## config.mk

```make
export PLATFORM = sky130hd
export DESIGN_NAME = decode_unit_top
export DESIGN_NICKNAME = d
export VERILOG_FILES = /design/src/hw/decode_pkg.sv /design/src/hw/base_decoder.sv /design/src/hw/decode_stage.sv /design/src/hw/decode_unit_top.sv /design/src/hw/fetch_stage.sv /design/src/hw/instr_queue.sv
export SDC_FILE = /design/constraint.sdc
export NUM_CORES = 1
export LEC_CHECK = 0
export ABC_AREA = 1
export ABC_CLOCK_PERIOD_IN_PS = 5000
export BUFFER_PORTS_ARGS = -buffer_cell sky130_fd_sc_hd__buf_4
export CAP_MARGIN = 5
export CORE_MARGIN = 3
export CORE_UTILIZATION = 58
export CTS_BUF_LIST = sky130_fd_sc_hd__clkbuf_4 sky130_fd_sc_hd__clkbuf_8 sky130_fd_sc_hd__clkbuf_16
export DETAILED_ROUTE_END_ITERATION = 16
export PLACE_DENSITY = 0.85
export SLEW_MARGIN = 10
export SYNTH_ARGS = -nofsm -noshare
export SYNTH_HDL_FRONTEND = slang
export SYNTH_SLANG_ARGS = --single-unit
```

## constraint.sdc

```tcl
create_clock -name clock -period 5 [get_ports clock]
set_clock_uncertainty 0.15 [all_clocks]
set_input_delay 0.75 -clock clock [delete_from_list [all_inputs] [get_ports clock]]
set_output_delay 0.75 -clock clock [all_outputs]
set_load 0.02 [all_outputs]
```

## src/hw/decode_pkg.sv

```systemverilog
package decode_pkg;

    typedef logic [31:0] word_t;     // instr words, pc, imm and etval
    typedef logic [4:0]  reg_addr_t;
    typedef logic [3:0]  cause_t;

    localparam cause_t except_illegal_instruction = 4'd2;
    localparam cause_t except_breakpoint = 4'd3;
    localparam cause_t except_env_call_mach = 4'd11;

    typedef enum logic [3:0] {
        alu_add,
        alu_sub,
        alu_sll,
        alu_slt,
        alu_sltu,
        alu_xor,
        alu_srl,
        alu_sra,
        alu_or,
        alu_and
    } alu_op_t;

    typedef struct packed {
        word_t pc;
        word_t instr;
    } fetch_packet_t;

    typedef struct packed {
        word_t   imm;
        logic    wren;
        logic    rden1;
        logic    rden2;
        logic    lui;
        logic    auipc;
        logic    jal;
        logic    jalr;
        logic    branch;
        logic    load;
        logic    store;
        logic    ecall;
        logic    ebreak;
        logic    valid;      // known encoding
        alu_op_t alu_op;
    } decoder_out_t;

    typedef struct packed {
        logic  jump;
        word_t address;
    } redirect_t;

    typedef struct packed {
        word_t     pc;
        word_t     npc;
        word_t     imm;
        reg_addr_t waddr;
        reg_addr_t raddr1;
        reg_addr_t raddr2;
        logic      wren;
        logic      rden1;
        logic      rden2;
        logic      lui;
        logic      auipc;
        logic      jal;
        logic      jalr;
        logic      branch;
        logic      load;
        logic      store;
        logic      ecall;
        logic      ebreak;
        logic      valid;
        logic      return_push;
        logic      return_pop;
        logic      jump_uncond;
        logic      jump_rest;
        logic      exception;
        cause_t    ecause;
        word_t     etval;
        logic      stall;    // bubble from a load-use hazard
        alu_op_t   alu_op;
    } decode_packet_t;

    localparam decode_packet_t init_decode_packet = '{alu_op: alu_add, default: '0};

endpackage

```

## src/hw/base_decoder.sv

```systemverilog
`timescale 1ns/1ps

module base_decoder (
    input  decode_pkg::word_t        instr,
    output decode_pkg::decoder_out_t decoder_out
);

    localparam logic [6:0] OPC_LUI    = 7'b0110111;
    localparam logic [6:0] OPC_AUIPC  = 7'b0010111;
    localparam logic [6:0] OPC_JAL    = 7'b1101111;
    localparam logic [6:0] OPC_JALR   = 7'b1100111;
    localparam logic [6:0] OPC_BRANCH = 7'b1100011;
    localparam logic [6:0] OPC_LOAD   = 7'b0000011;
    localparam logic [6:0] OPC_STORE  = 7'b0100011;
    localparam logic [6:0] OPC_IMM    = 7'b0010011;
    localparam logic [6:0] OPC_OP     = 7'b0110011;
    localparam logic [6:0] OPC_FENCE  = 7'b0001111;
    localparam logic [6:0] OPC_SYSTEM = 7'b1110011;

    logic [6:0] opcode;
    logic [2:0] funct3;
    logic [6:0] funct7;
    decode_pkg::word_t imm_i;
    decode_pkg::word_t imm_s;
    decode_pkg::word_t imm_b;
    decode_pkg::word_t imm_u;
    decode_pkg::word_t imm_j;

    function automatic decode_pkg::alu_op_t alu_sel(input logic [2:0] f3, input logic alt);
        case (f3)
            3'b000: return alt ? decode_pkg::alu_sub : decode_pkg::alu_add;
            3'b001: return decode_pkg::alu_sll;
            3'b010: return decode_pkg::alu_slt;
            3'b011: return decode_pkg::alu_sltu;
            3'b100: return decode_pkg::alu_xor;
            3'b101: return alt ? decode_pkg::alu_sra : decode_pkg::alu_srl;
            3'b110: return decode_pkg::alu_or;
            default: return decode_pkg::alu_and;
        endcase
    endfunction

    assign opcode = instr[6:0];  // low bits 11 are part of every opcode compare
    assign funct3 = instr[14:12];
    assign funct7 = instr[31:25];

    assign imm_i = {{20{instr[31]}}, instr[31:20]};
    assign imm_s = {{20{instr[31]}}, instr[31:25], instr[11:7]};
    assign imm_b = {{19{instr[31]}}, instr[31], instr[7], instr[30:25], instr[11:8], 1'b0};
    assign imm_u = {instr[31:12], 12'b0};
    assign imm_j = {{11{instr[31]}}, instr[31], instr[19:12], instr[20], instr[30:21], 1'b0};

    always_comb begin
        decoder_out = '0;
        decoder_out.alu_op = decode_pkg::alu_add;
        case (opcode)
            OPC_LUI: begin
                decoder_out = '{imm: imm_u, wren: 1'b1, lui: 1'b1, valid: 1'b1,
                                alu_op: decode_pkg::alu_add, default: '0};
            end
            OPC_AUIPC: begin
                decoder_out = '{imm: imm_u, wren: 1'b1, auipc: 1'b1, valid: 1'b1,
                                alu_op: decode_pkg::alu_add, default: '0};
            end
            OPC_JAL: begin
                decoder_out = '{imm: imm_j, wren: 1'b1, jal: 1'b1, valid: 1'b1,
                                alu_op: decode_pkg::alu_add, default: '0};
            end
            OPC_JALR: begin
                decoder_out.imm = imm_i;
                decoder_out.wren = 1'b1;
                decoder_out.rden1 = 1'b1;
                decoder_out.jalr = 1'b1;
                decoder_out.valid = (funct3 == 3'b000);
            end
            OPC_BRANCH: begin
                decoder_out.imm = imm_b;
                decoder_out.rden1 = 1'b1;
                decoder_out.rden2 = 1'b1;
                decoder_out.branch = 1'b1;
                decoder_out.valid = (funct3 != 3'b010) && (funct3 != 3'b011);
            end
            OPC_LOAD: begin
                decoder_out.imm = imm_i;
                decoder_out.wren = 1'b1;
                decoder_out.rden1 = 1'b1;
                decoder_out.load = 1'b1;
                decoder_out.valid = (funct3 != 3'b011) && (funct3 < 3'b110);
            end
            OPC_STORE: begin
                decoder_out.imm = imm_s;
                decoder_out.rden1 = 1'b1;
                decoder_out.rden2 = 1'b1;
                decoder_out.store = 1'b1;
                decoder_out.valid = (funct3 <= 3'b010);
            end
            OPC_IMM: begin
                decoder_out.imm = imm_i;
                decoder_out.wren = 1'b1;
                decoder_out.rden1 = 1'b1;
                // only the shifts carry funct7, and only srai may set bit 30
                decoder_out.alu_op = alu_sel(funct3, (funct3 == 3'b101) && instr[30]);
                if (funct3 == 3'b001) begin
                    decoder_out.valid = (funct7 == 7'b0000000);
                end else if (funct3 == 3'b101) begin
                    decoder_out.valid = (funct7 == 7'b0000000) || (funct7 == 7'b0100000);
                end else begin
                    decoder_out.valid = 1'b1;
                end
            end
            OPC_OP: begin
                decoder_out.wren = 1'b1;
                decoder_out.rden1 = 1'b1;
                decoder_out.rden2 = 1'b1;
                decoder_out.alu_op = alu_sel(funct3, instr[30]);
                decoder_out.valid = (funct7 == 7'b0000000) ||
                    ((funct7 == 7'b0100000) && (funct3 == 3'b000 || funct3 == 3'b101));
            end
            OPC_FENCE: decoder_out.valid = (funct3 == 3'b000);  // runs as a nop
            OPC_SYSTEM: begin
                decoder_out.ecall = (instr == 32'h0000_0073);
                decoder_out.ebreak = (instr == 32'h0010_0073);
                decoder_out.valid = decoder_out.ecall | decoder_out.ebreak;
            end
            default: decoder_out.valid = 1'b0;
        endcase
    end

endmodule

```

## src/hw/decode_stage.sv

```systemverilog
`timescale 1ns/1ps

module decode_stage (
    input  logic                       clock,
    input  logic                       reset,
    input  logic                       head_valid,
    input  decode_pkg::fetch_packet_t  head_packet,
    input  decode_pkg::redirect_t      redirect,
    output logic                       pop,
    output decode_pkg::decode_packet_t q
);

    decode_pkg::decoder_out_t   dec;
    decode_pkg::decode_packet_t v;
    decode_pkg::word_t          instr;
    logic link_waddr;
    logic link_raddr1;
    logic hazard;
    logic stall;
    logic clear;

    assign instr = head_packet.instr;

    base_decoder u_base_decoder (
        .instr       (instr),
        .decoder_out (dec)
    );

    // q holds the instruction now in execute
    assign hazard = q.valid & q.load &
        ((dec.rden1 & (q.waddr == instr[19:15])) | (dec.rden2 & (q.waddr == instr[24:20])));
    assign stall = head_valid & hazard & ~redirect.jump;
    assign pop = head_valid & ~hazard & ~redirect.jump;
    assign clear = stall | redirect.jump | ~head_valid;

    assign link_waddr = (instr[11:7] == 5'd1) || (instr[11:7] == 5'd5);
    assign link_raddr1 = (instr[19:15] == 5'd1) || (instr[19:15] == 5'd5);

    always_comb begin
        v = decode_pkg::init_decode_packet;
        v.pc = head_packet.pc;
        v.npc = head_packet.pc + 32'd4;
        v.imm = dec.imm;
        v.waddr = instr[11:7];
        v.raddr1 = instr[19:15];
        v.raddr2 = instr[24:20];
        v.wren = dec.wren;
        v.rden1 = dec.rden1;
        v.rden2 = dec.rden2;
        v.lui = dec.lui;
        v.auipc = dec.auipc;
        v.jal = dec.jal;
        v.jalr = dec.jalr;
        v.branch = dec.branch;
        v.load = dec.load;
        v.store = dec.store;
        v.ecall = dec.ecall;
        v.ebreak = dec.ebreak;
        v.valid = dec.valid;
        v.alu_op = dec.alu_op;

        if (dec.jal) begin
            if (link_waddr) begin
                v.return_push = 1'b1;
            end else if (instr[11:7] == 5'd0) begin
                v.jump_uncond = 1'b1;
            end else begin
                v.jump_rest = 1'b1;
            end
        end

        if (dec.jalr) begin
            if (!link_waddr && link_raddr1) begin
                v.return_pop = 1'b1;
            end else if (link_waddr && !link_raddr1) begin
                v.return_push = 1'b1;
            end else if (link_waddr && link_raddr1) begin
                v.return_push = 1'b1;
                v.return_pop = (instr[11:7] != instr[19:15]);  // coroutine swap
            end else begin
                v.jump_rest = 1'b1;
            end
        end

        if (!dec.valid) begin
            v.exception = 1'b1;
            v.ecause = decode_pkg::except_illegal_instruction;
            v.etval = instr;
        end else if (dec.ebreak) begin
            v.exception = 1'b1;
            v.ecause = decode_pkg::except_breakpoint;
            v.etval = instr;
        end else if (dec.ecall) begin
            v.exception = 1'b1;
            v.ecause = decode_pkg::except_env_call_mach;
            v.etval = instr;
        end

        if (clear) begin
            v.wren = 1'b0;
            v.rden1 = 1'b0;
            v.rden2 = 1'b0;
            v.lui = 1'b0;
            v.auipc = 1'b0;
            v.jal = 1'b0;
            v.jalr = 1'b0;
            v.branch = 1'b0;
            v.load = 1'b0;
            v.store = 1'b0;
            v.ecall = 1'b0;
            v.ebreak = 1'b0;
            v.valid = 1'b0;
            v.return_push = 1'b0;
            v.return_pop = 1'b0;
            v.jump_uncond = 1'b0;
            v.jump_rest = 1'b0;
            v.exception = 1'b0;
        end
        v.stall = stall;
    end

    always_ff @(posedge clock) begin
        if (!reset) begin
            q <= decode_pkg::init_decode_packet;
        end else begin
            q <= v;
        end
    end

    a_valid_not_stall: assert property (@(posedge clock) disable iff (!reset)
        !(q.valid && q.stall));
    a_no_pop_redirect: assert property (@(posedge clock) disable iff (!reset)
        redirect.jump |-> !pop);

endmodule

```

## src/hw/decode_unit_top.sv

```systemverilog
`timescale 1ns/1ps

module decode_unit_top #(
    parameter int                QUEUE_DEPTH = 4,
    parameter decode_pkg::word_t RESET_PC = '0
) (
    input  logic                       clock,
    input  logic                       reset,
    input  logic                       imem_valid,
    input  decode_pkg::word_t          imem_instr,
    input  decode_pkg::redirect_t      redirect,
    output logic                       imem_ready,
    output decode_pkg::decode_packet_t q
);

    logic                      push_valid;
    logic                      push_ready;
    decode_pkg::fetch_packet_t push_packet;
    logic                      head_valid;
    decode_pkg::fetch_packet_t head_packet;
    logic                      pop;

    fetch_stage #(.RESET_PC(RESET_PC)) u_fetch_stage (
        .clock       (clock),
        .reset       (reset),
        .imem_valid  (imem_valid),
        .imem_instr  (imem_instr),
        .redirect    (redirect),
        .push_ready  (push_ready),
        .imem_ready  (imem_ready),
        .push_valid  (push_valid),
        .push_packet (push_packet)
    );

    instr_queue #(.QUEUE_DEPTH(QUEUE_DEPTH)) u_instr_queue (
        .clock       (clock),
        .reset       (reset),
        .push_valid  (push_valid),
        .push_packet (push_packet),
        .pop         (pop),
        .redirect    (redirect),
        .push_ready  (push_ready),
        .head_valid  (head_valid),
        .head_packet (head_packet)
    );

    decode_stage u_decode_stage (
        .clock       (clock),
        .reset       (reset),
        .head_valid  (head_valid),
        .head_packet (head_packet),
        .redirect    (redirect),
        .pop         (pop),
        .q           (q)
    );

endmodule

```

## src/hw/fetch_stage.sv

```systemverilog
`timescale 1ns/1ps

module fetch_stage #(
    parameter decode_pkg::word_t RESET_PC = '0
) (
    input  logic                      clock,
    input  logic                      reset,
    input  logic                      imem_valid,
    input  decode_pkg::word_t         imem_instr,
    input  decode_pkg::redirect_t     redirect,
    input  logic                      push_ready,
    output logic                      imem_ready,
    output logic                      push_valid,
    output decode_pkg::fetch_packet_t push_packet
);

    decode_pkg::word_t pc;      // pc of the next accepted word
    logic              started; // low for the first cycle after reset
    logic              accept;

    // output slot is free, or its packet moves into the queue this edge
    assign imem_ready = started & ~redirect.jump & (~push_valid | push_ready);
    assign accept = imem_valid & imem_ready;

    always_ff @(posedge clock) begin
        if (!reset) begin
            pc <= RESET_PC;
            push_valid <= 1'b0;
            started <= 1'b0;
        end else begin
            started <= 1'b1;
            if (redirect.jump) begin
                pc <= redirect.address;
                push_valid <= 1'b0;   // drop whatever sits in the slot
            end else if (accept) begin
                pc <= pc + 32'd4;
                push_valid <= 1'b1;
            end else if (push_ready) begin
                push_valid <= 1'b0;
            end
        end
    end

    always_ff @(posedge clock) begin
        if (accept) begin
            push_packet <= '{pc: pc, instr: imem_instr};
        end
    end

    a_push_hold: assert property (@(posedge clock) disable iff (!reset)
        push_valid && !push_ready && !redirect.jump |=> push_valid && $stable(push_packet));

endmodule

```

## src/hw/instr_queue.sv

```systemverilog
`timescale 1ns/1ps

module instr_queue #(
    parameter int QUEUE_DEPTH = 4
) (
    input  logic                      clock,
    input  logic                      reset,
    input  logic                      push_valid,
    input  decode_pkg::fetch_packet_t push_packet,
    input  logic                      pop,
    input  decode_pkg::redirect_t     redirect,
    output logic                      push_ready,
    output logic                      head_valid,
    output decode_pkg::fetch_packet_t head_packet
);

    localparam int PTR_W = (QUEUE_DEPTH > 1) ? $clog2(QUEUE_DEPTH) : 1;
    localparam int CNT_W = $clog2(QUEUE_DEPTH + 1);
    localparam logic [PTR_W-1:0] LAST = PTR_W'(QUEUE_DEPTH - 1);
    localparam logic [CNT_W-1:0] FULL = CNT_W'(QUEUE_DEPTH);

    decode_pkg::fetch_packet_t mem [QUEUE_DEPTH];
    logic [PTR_W-1:0] rptr;
    logic [PTR_W-1:0] wptr;
    logic [CNT_W-1:0] count;
    logic             do_push;
    logic             do_pop;

    assign push_ready = (count != FULL);
    assign head_valid = (count != '0);
    assign head_packet = mem[rptr];
    assign do_push = push_valid & push_ready;
    assign do_pop = pop & head_valid;

    always_ff @(posedge clock) begin
        if (!reset || redirect.jump) begin
            rptr <= '0;
            wptr <= '0;
            count <= '0;
        end else begin
            if (do_push) begin
                wptr <= (wptr == LAST) ? '0 : wptr + 1'b1;
            end
            if (do_pop) begin
                rptr <= (rptr == LAST) ? '0 : rptr + 1'b1;
            end
            case ({do_push, do_pop})
                2'b10: count <= count + 1'b1;
                2'b01: count <= count - 1'b1;
                default: count <= count;  // both or neither
            endcase
        end
    end

    always_ff @(posedge clock) begin
        if (do_push) begin
            mem[wptr] <= push_packet;
        end
    end

    a_no_pop_empty: assert property (@(posedge clock) disable iff (!reset)
        pop |-> head_valid);
    a_count_bound: assert property (@(posedge clock) disable iff (!reset)
        count <= FULL);

endmodule
```

==> results.json, run 1 <==
{
  "cts_made_buffers": 49,
  "start_kind": "flop",
  "area_growth_syn_to_layout_pct": 18.04,
  "place_hpwl_um": 35110,
  "grt_max_degree": 128,
  "antenna_cells": 0,
  "drt_iter0_drc": 1649,
  "hold_start": "imem_instr[2]",
  "grt-ovfl-total": 0,
  "r2r_setup_slack_ns": 0.99,
  "finalCritPeriodShare_pct": 80.23,
  "tightest_slew_ns": 1.109,
  "cts_tree": "done",
  "cp_slowest_cell": "inv_2",
  "critPathRequiredTime_ns": 5.31,
  "utilization_pct": 70.43,
  "ys_warn_count": 0,
  "rr_worst_depth": 20,
  "vias_per_cell": 5.656,
  "cts_sinks": 530,
  "drv_slew": 0,
  "critPathMaxStageDelay_ns": 0.77,
  "io_pins": 239,
  "hp-class": "in -> reg",
  "syn_avg_cell_area_um2": 10.48,
  "die_x_um": 193.1,
  "timing.fmax_mhz": 249.3,
  "setup_tns_ns": 0,
  "min_period_ns": 4.012,
  "max_slew_margin_pct": 25.59,
  "drive_gt1_share_pct": 18.08,
  "cp_max_fo": 53,
  "cp_common_cell": "nand2_1",
  "ys_types": 51,
  "syn_nets": 2015,
  "stdcell_area_um2": 23970,
  "async_reset_ff_share_pct": 0,
  "grt_pass1_vias": 14041,
  "rsz0062_at_grt": "no",
  "core.rowCount": 67,
  "start_util_pct": 59.66,
  "timing.rr.end": "u_instr_queue.count[2]$_SDFFE_PP0P_",
  "final_nets": 2243,
  "first_pass_iters": 5,
  "setup_viol": 0,
  "yosysMostFrequentCell": "nand2_1",
  "synth_edf_count": 320,
  "yosys.area.top_type": "edfxtp_1",
  "fillers": 2359,
  "cts_buffer_depth": 3,
  "vias": 15016,
  "synth_common_cells": "572 x nand2_1, 320 x edfxtp_1, 210 x dfxtp_1",
  "hold_buffers": 0,
  "ir_drop_uv": 245.6,
  "crit_chain": "inv_2 > nand3_1 > nand2_1 > nor2_1 > nand2_1 > inv_1 > nand2_1 > nand2_1 > nand2_1 > nand2_1 > nand2_1 > nand2_1 > inv_1 > ha_1 > inv_1 > fa_1 > a21oi_1 > o21ai_0 > o21ai_0 > a21oi_1",
  "synth.area.top_cells": "edfxtp_1 47%, dfxtp_1 21%, nand2_1 11%",
  "wl_per_cell_um": 19.71,
  "numPortBuffers": 237,
  "cts_root_buffer": "clkbuf_16",
  "drc": 0,
  "cts_setup_buffers": 0,
  "synth_top_area_share_pct": 47.32,
  "path_class": "reg -> reg",
  "place_area_um2": 22330,
  "drtAntennaViolNets": 0,
  "routabilityCongestion": 0.9009,
  "synthCells": 1938,
  "cp.arrival_ns": 4.32,
  "clkSlewWorstSetupHoldPaths_ns": 0.06,
  "drv_cap": 0,
  "drt-total-wl_um": 52340,
  "synth-main-ff-cell": "edfxtp_1",
  "grt_pass1_wl_um": 78370,
  "synthesis.area_um2": 20310,
  "antenna_found_initial": 0,
  "clkLatencyLatePin_ns": 0.57,
  "track_usage_pct": 27.38,
  "dieArea_um2": 37290,
  "p_leak_nw": 9.656,
  "core-area_um2": 34040,
  "hold_viol_final": 0,
  "crit_path_end": "u_instr_queue.count[2]$_SDFFE_PP0P_",
  "die_height_um": 193.1,
  "ys_seq_elements": 530,
  "post_cts_resized": 0,
  "status": "finished, final reports clean",
  "endpoint_kind": "flop",
  "power_density_nw_per_um2": 366.3,
  "ctsHtreeMaxLevel": 2,
  "yosysSeqAreaShare_pct": 68.02
}
[how the worst min path moves through the flow]
stage	to	slack, ns	depth (start not counted)
2_1_floorplan	u_fetch_stage.push_packet[32]$_DFFE_PP_	0.25	0
3_3_place_gp	u_fetch_stage.push_packet[33]$_DFFE_PP_	0.26	0
3_5_place_dp	u_fetch_stage.push_packet[33]$_DFFE_PP_	0.27	0
4_1_cts	u_fetch_stage.push_packet[13]$_DFFE_PP_	0.18	1
5_1_grt	u_fetch_stage.push_packet[22]$_DFFE_PP_	0.19	1
6_report	u_fetch_stage.push_packet[2]$_DFFE_PP_	0.20	1
[critical path, delay by kind of cell (launching register included)]
| family | cells | cell delay (ns) |
|---|---|---|
| DFF | 1 | 0.32 |
| adders and majority gates | 2 | 0.51 |
| and+or+nand+nor | 10 | 1.36 |
| buffers and inverters | 4 | 0.99 |
| AOI/OAI and AO/OA | 4 | 0.54 |
[final cells by class]
type	instances	area (um2)	area share (%)
multi-input combinational	1226	5664	23.63
inverter	109	416.7	1.738
tap	448	560.5	2.338
clock inverter	21	130.1	0.5429
sequential	530	13820	57.65
clock buffer	71	1491	6.222
timing repair buffer	250	1889	7.882
[cells in the final DEF, fill, tap and decap left out, types with 3 or more instances in the layout]
master and instances:
a21oi_1 54, a22oi_1 5, a31o_2 3, a31oi_1 23, and2_1 7, buf_4 249
clkbuf_16 54, clkbuf_4 15, clkinv_1 11, clkinv_2 9, clkinvlp_4 3, dfxtp_1 208
edfxtp_1 320, ha_1 8, inv_1 98, inv_2 6, nand2_1 572, nand2_2 8
nand3_1 169, nand4_1 17, nor2_1 196, nor2_2 26, nor2_4 6, nor3_1 26
nor3b_2 4, nor4_1 8, o211ai_1 3, o21ai_0 33, o21ai_1 4, xnor2_1 9
xor2_1 20
[cell families after synthesis]
kind of cell / share of synthesized area, %
fa+ha+maj: 0.5915
compound gates: 4.091
xor+xnor: 1.251
simple gates: 21.77
buf+inv: 4.258
other cells: 0.01847
flops: 68.02
[report_power, final]
group / switching [mW] / internal, mW
logic: 0.215 / 0.129
clock network: 1.56 / 2.13
registers: 0.0621 / 4.69
total: 1.83 / 6.95
[registers in the layout, summed over array words and instances (netlist names), named ones only]
register,count
u_instr_queue.rptr,2
u_fetch_stage.pc,32
u_instr_queue.count,3
u_instr_queue.wptr,2
u_fetch_stage.push_packet,64
u_fetch_stage.push_valid,1
u_decode_stage.q,167
u_fetch_stage.started,1
u_instr_queue.mem,256
[metal layers]
metal  global-route usage (%)  routed length [um]  share of wire (%)
met4                    8.095                1213                2.3
met3                    5.153                5531                 11
met2                    42.26               23880                 46
met5                        0                   0                  0
met1                    40.05               21710                 41
[through the flow]
step	instances	power, mW	hold slack (ns)	worst slack, ns
floorplan	1938	5.013	0.2530	0.8289
global placement	2562	5.171	0.2609	1.314
detailed placement	2562	5.183	0.2669	1.189
CTS	2654	8.812	0.1831	1.014
global route	2655	9.016	0.1877	0.6688
finish	2655	8.782	0.2038	0.9884
Power figures use the tool's default switching activity.
==> run 2: changes to the inputs <==
--- a/config.mk
+++ b/config.mk
@@ -6,7 +6,7 @@
 export NUM_CORES = 1
 export LEC_CHECK = 0
 export ABC_AREA = 1
-export ABC_CLOCK_PERIOD_IN_PS = 5000
+export ABC_CLOCK_PERIOD_IN_PS = 3900
 export BUFFER_PORTS_ARGS = -buffer_cell sky130_fd_sc_hd__buf_4
 export CAP_MARGIN = 5
 export CORE_MARGIN = 3
==> constraint.sdc (replaced) <==
create_clock -name clock -period 3.9 [get_ports clock]
set_clock_uncertainty 0.15 [all_clocks]
set_input_delay 0.585 -clock clock [delete_from_list [all_inputs] [get_ports clock]]
set_output_delay 0.585 -clock clock [all_outputs]
set_load 0.02 [all_outputs]
==> results.json, run 2 (same netlist as run 1, synthesis figures left out) <==
{
  "wl_per_cell_um": 19.65,
  "max_slew_margin_pct": 32.73,
  "cp.arrival_ns": 3.90,
  "drt-total-wl_um": 52460,
  "vias_per_cell": 5.659,
  "power_density_nw_per_um2": 479.5,
  "hp-class": "in -> reg",
  "fillers": 2370,
  "ctsHtreeMaxLevel": 2,
  "core.rowCount": 67,
  "cp_max_fo": 30,
  "drtAntennaViolNets": 0,
  "start_kind": "flop",
  "endpoint_kind": "flop",
  "area_growth_syn_to_layout_pct": 19.49,
  "status": "finished, final reports clean",
  "top_regs": "u_instr_queue.mem (256), u_decode_stage.q (167), u_fetch_stage.push_packet (64)",
  "path_class": "reg -> reg",
  "antenna_cells": 0,
  "dieArea_um2": 37290,
  "drive_gt1_share_pct": 18.72,
  "start_util_pct": 59.66,
  "layout_common_cells": "572 x nand2_1, 320 x edfxtp_1, 260 x buf_4",
  "p_leak_nw": 9.812,
  "largest_reg_flops": 256,
  "clkLatencyLatePin_ns": 0.56,
  "antenna_found_initial": 0,
  "min_period_ns": 3.602,
  "place_hpwl_um": 35290,
  "fin_ws_ns": 0.2982,
  "rsz0062_at_grt": "no",
  "tightest_slew_ns": 1.009,
  "drc": 0,
  "setup_viol": 0,
  "vias": 15109,
  "post-place-ws_ns": 0.2012,
  "cts_root_buffer": "clkbuf_16",
  "drt_iter0_drc": 1721,
  "numPortBuffers": 237,
  "setup_tns_ns": 0,
  "critPathRequiredTime_ns": 4.19,
  "final_nets": 2258,
  "ir_drop_uv": 378.6,
  "die_x_um": 193.1,
  "drv_slew": 0,
  "finalCritPeriodShare_pct": 92.35,
  "io_pins": 239,
  "routabilityCongestion": 0.9943,
  "cts_tree": "done",
  "drv_cap": 0,
  "cts_sinks": 530,
  "cts_buffer_depth": 3,
  "grt_pass1_vias": 14401,
  "cts_made_buffers": 50,
  "die_height_um": 193.1,
  "first_pass_iters": 5,
  "track_usage_pct": 27.47,
  "grt_pass1_wl_um": 78690,
  "timing.fmax_mhz": 277.6,
  "regMostFlops": "u_instr_queue.mem",
  "hold_viol_final": 0,
  "grt-ovfl-total": 0,
  "final_common_cell": "nand2_1",
  "grt_max_degree": 86,
  "clkSlewWorstSetupHoldPaths_ns": 0.06,
  "core-area_um2": 34040
}
run 2: cell count changes in the layout (fill, tap and decap cells not counted), sizes merged:
| cell | delta |
|---|---|
| clkinvlp | -3 |
| clkbuf | +5 |
| clkinv | -4 |
| bufinv | +4 |
| buf | +13 |
run 2: path summary, 6_finish.rpt:
kind | start | end | slack, ns | cells past startpoint
max reg2reg | flop | u_instr_queue.count[2]$_SDFFE_PP0P_ | 0.30 | 20
max | flop | u_instr_queue.count[2]$_SDFFE_PP0P_ | 0.30 | 20
min | imem_instr[30] | u_fetch_stage.push_packet[30]$_DFFE_PP_ | 0.05 | 1
min reg2reg | u_fetch_stage.pc[1]$_SDFFE_PN0P_ | u_fetch_stage.push_packet[33]$_DFFE_PP_ | 0.29 | 0
run 2: what timing repair did:
item	4_1_cts	5_1_grt
gates resized for setup	0	1
hold buffers	0	0
buffers inserted	0	1
endpoints found under the setup margin	0	2
run 2: stage by stage:
stage          instance area (um2)  total power, mW  util, %  hold slack (ns)  instances
2_1_floorplan                20310            6.426        -           0.2530       1938
3_3_place_gp                 22470            6.635    66.02           0.2631       2576
3_5_place_dp                 22470            6.648    66.02           0.2691       2576
4_1_cts                      24240            11.68    71.21          0.02110       2669
5_1_grt                      24260            11.96    71.29          0.02691       2670
6_report                     24260            11.64    71.29          0.04601       2670
run 2: where the power goes:
part | total [mW] | switching, mW | internal [mW]
logic | 0.446 | 0.277 | 0.169
registers | 6.09 | 0.0790 | 6.01
clock network | 5.10 | 2.01 | 3.09
run 2: area by class of cell:
cell class	count	area, um2	share of cell area (%)
multi-input cells	1226	5664	23.34
clock inverters	18	214.0	0.8818
flip-flops and latches	530	13820	56.95
clock buffers	75	1551	6.394
inverters	109	419.2	1.727
well taps	448	560.5	2.310
repair buffers	264	2037	8.395
run 2: metal layers:
layer	up-vias	wire length [um]	share of wire, %	GRT usage [%]
met5	-	0	0	0
met4	0	1428	2.7	8.206
met3	124	5486	10	4.755
met2	892	23910	46	43.04
met1	7116	21630	41	39.90
li1	6977	-	-	-
run 2: worst max-delay path, stage by stage, from the launching register on:
cell	delay, ns
dfxtp_4	0.58
buf_4	0.38
nand2_1	0.10
nand3_1	0.10
nand2_1	0.10
nand2_1	0.12
nor2_1	0.10
nand2_1	0.19
nand3_1	0.11
nand2_1	0.07
nand2_1	0.05
nand2_1	0.13
nand2_1	0.11
inv_1	0.09
ha_1	0.15
inv_1	0.07
fa_1	0.38
a21oi_1	0.15
o21ai_0	0.11
o21ai_0	0.18
a21oi_1	0.06
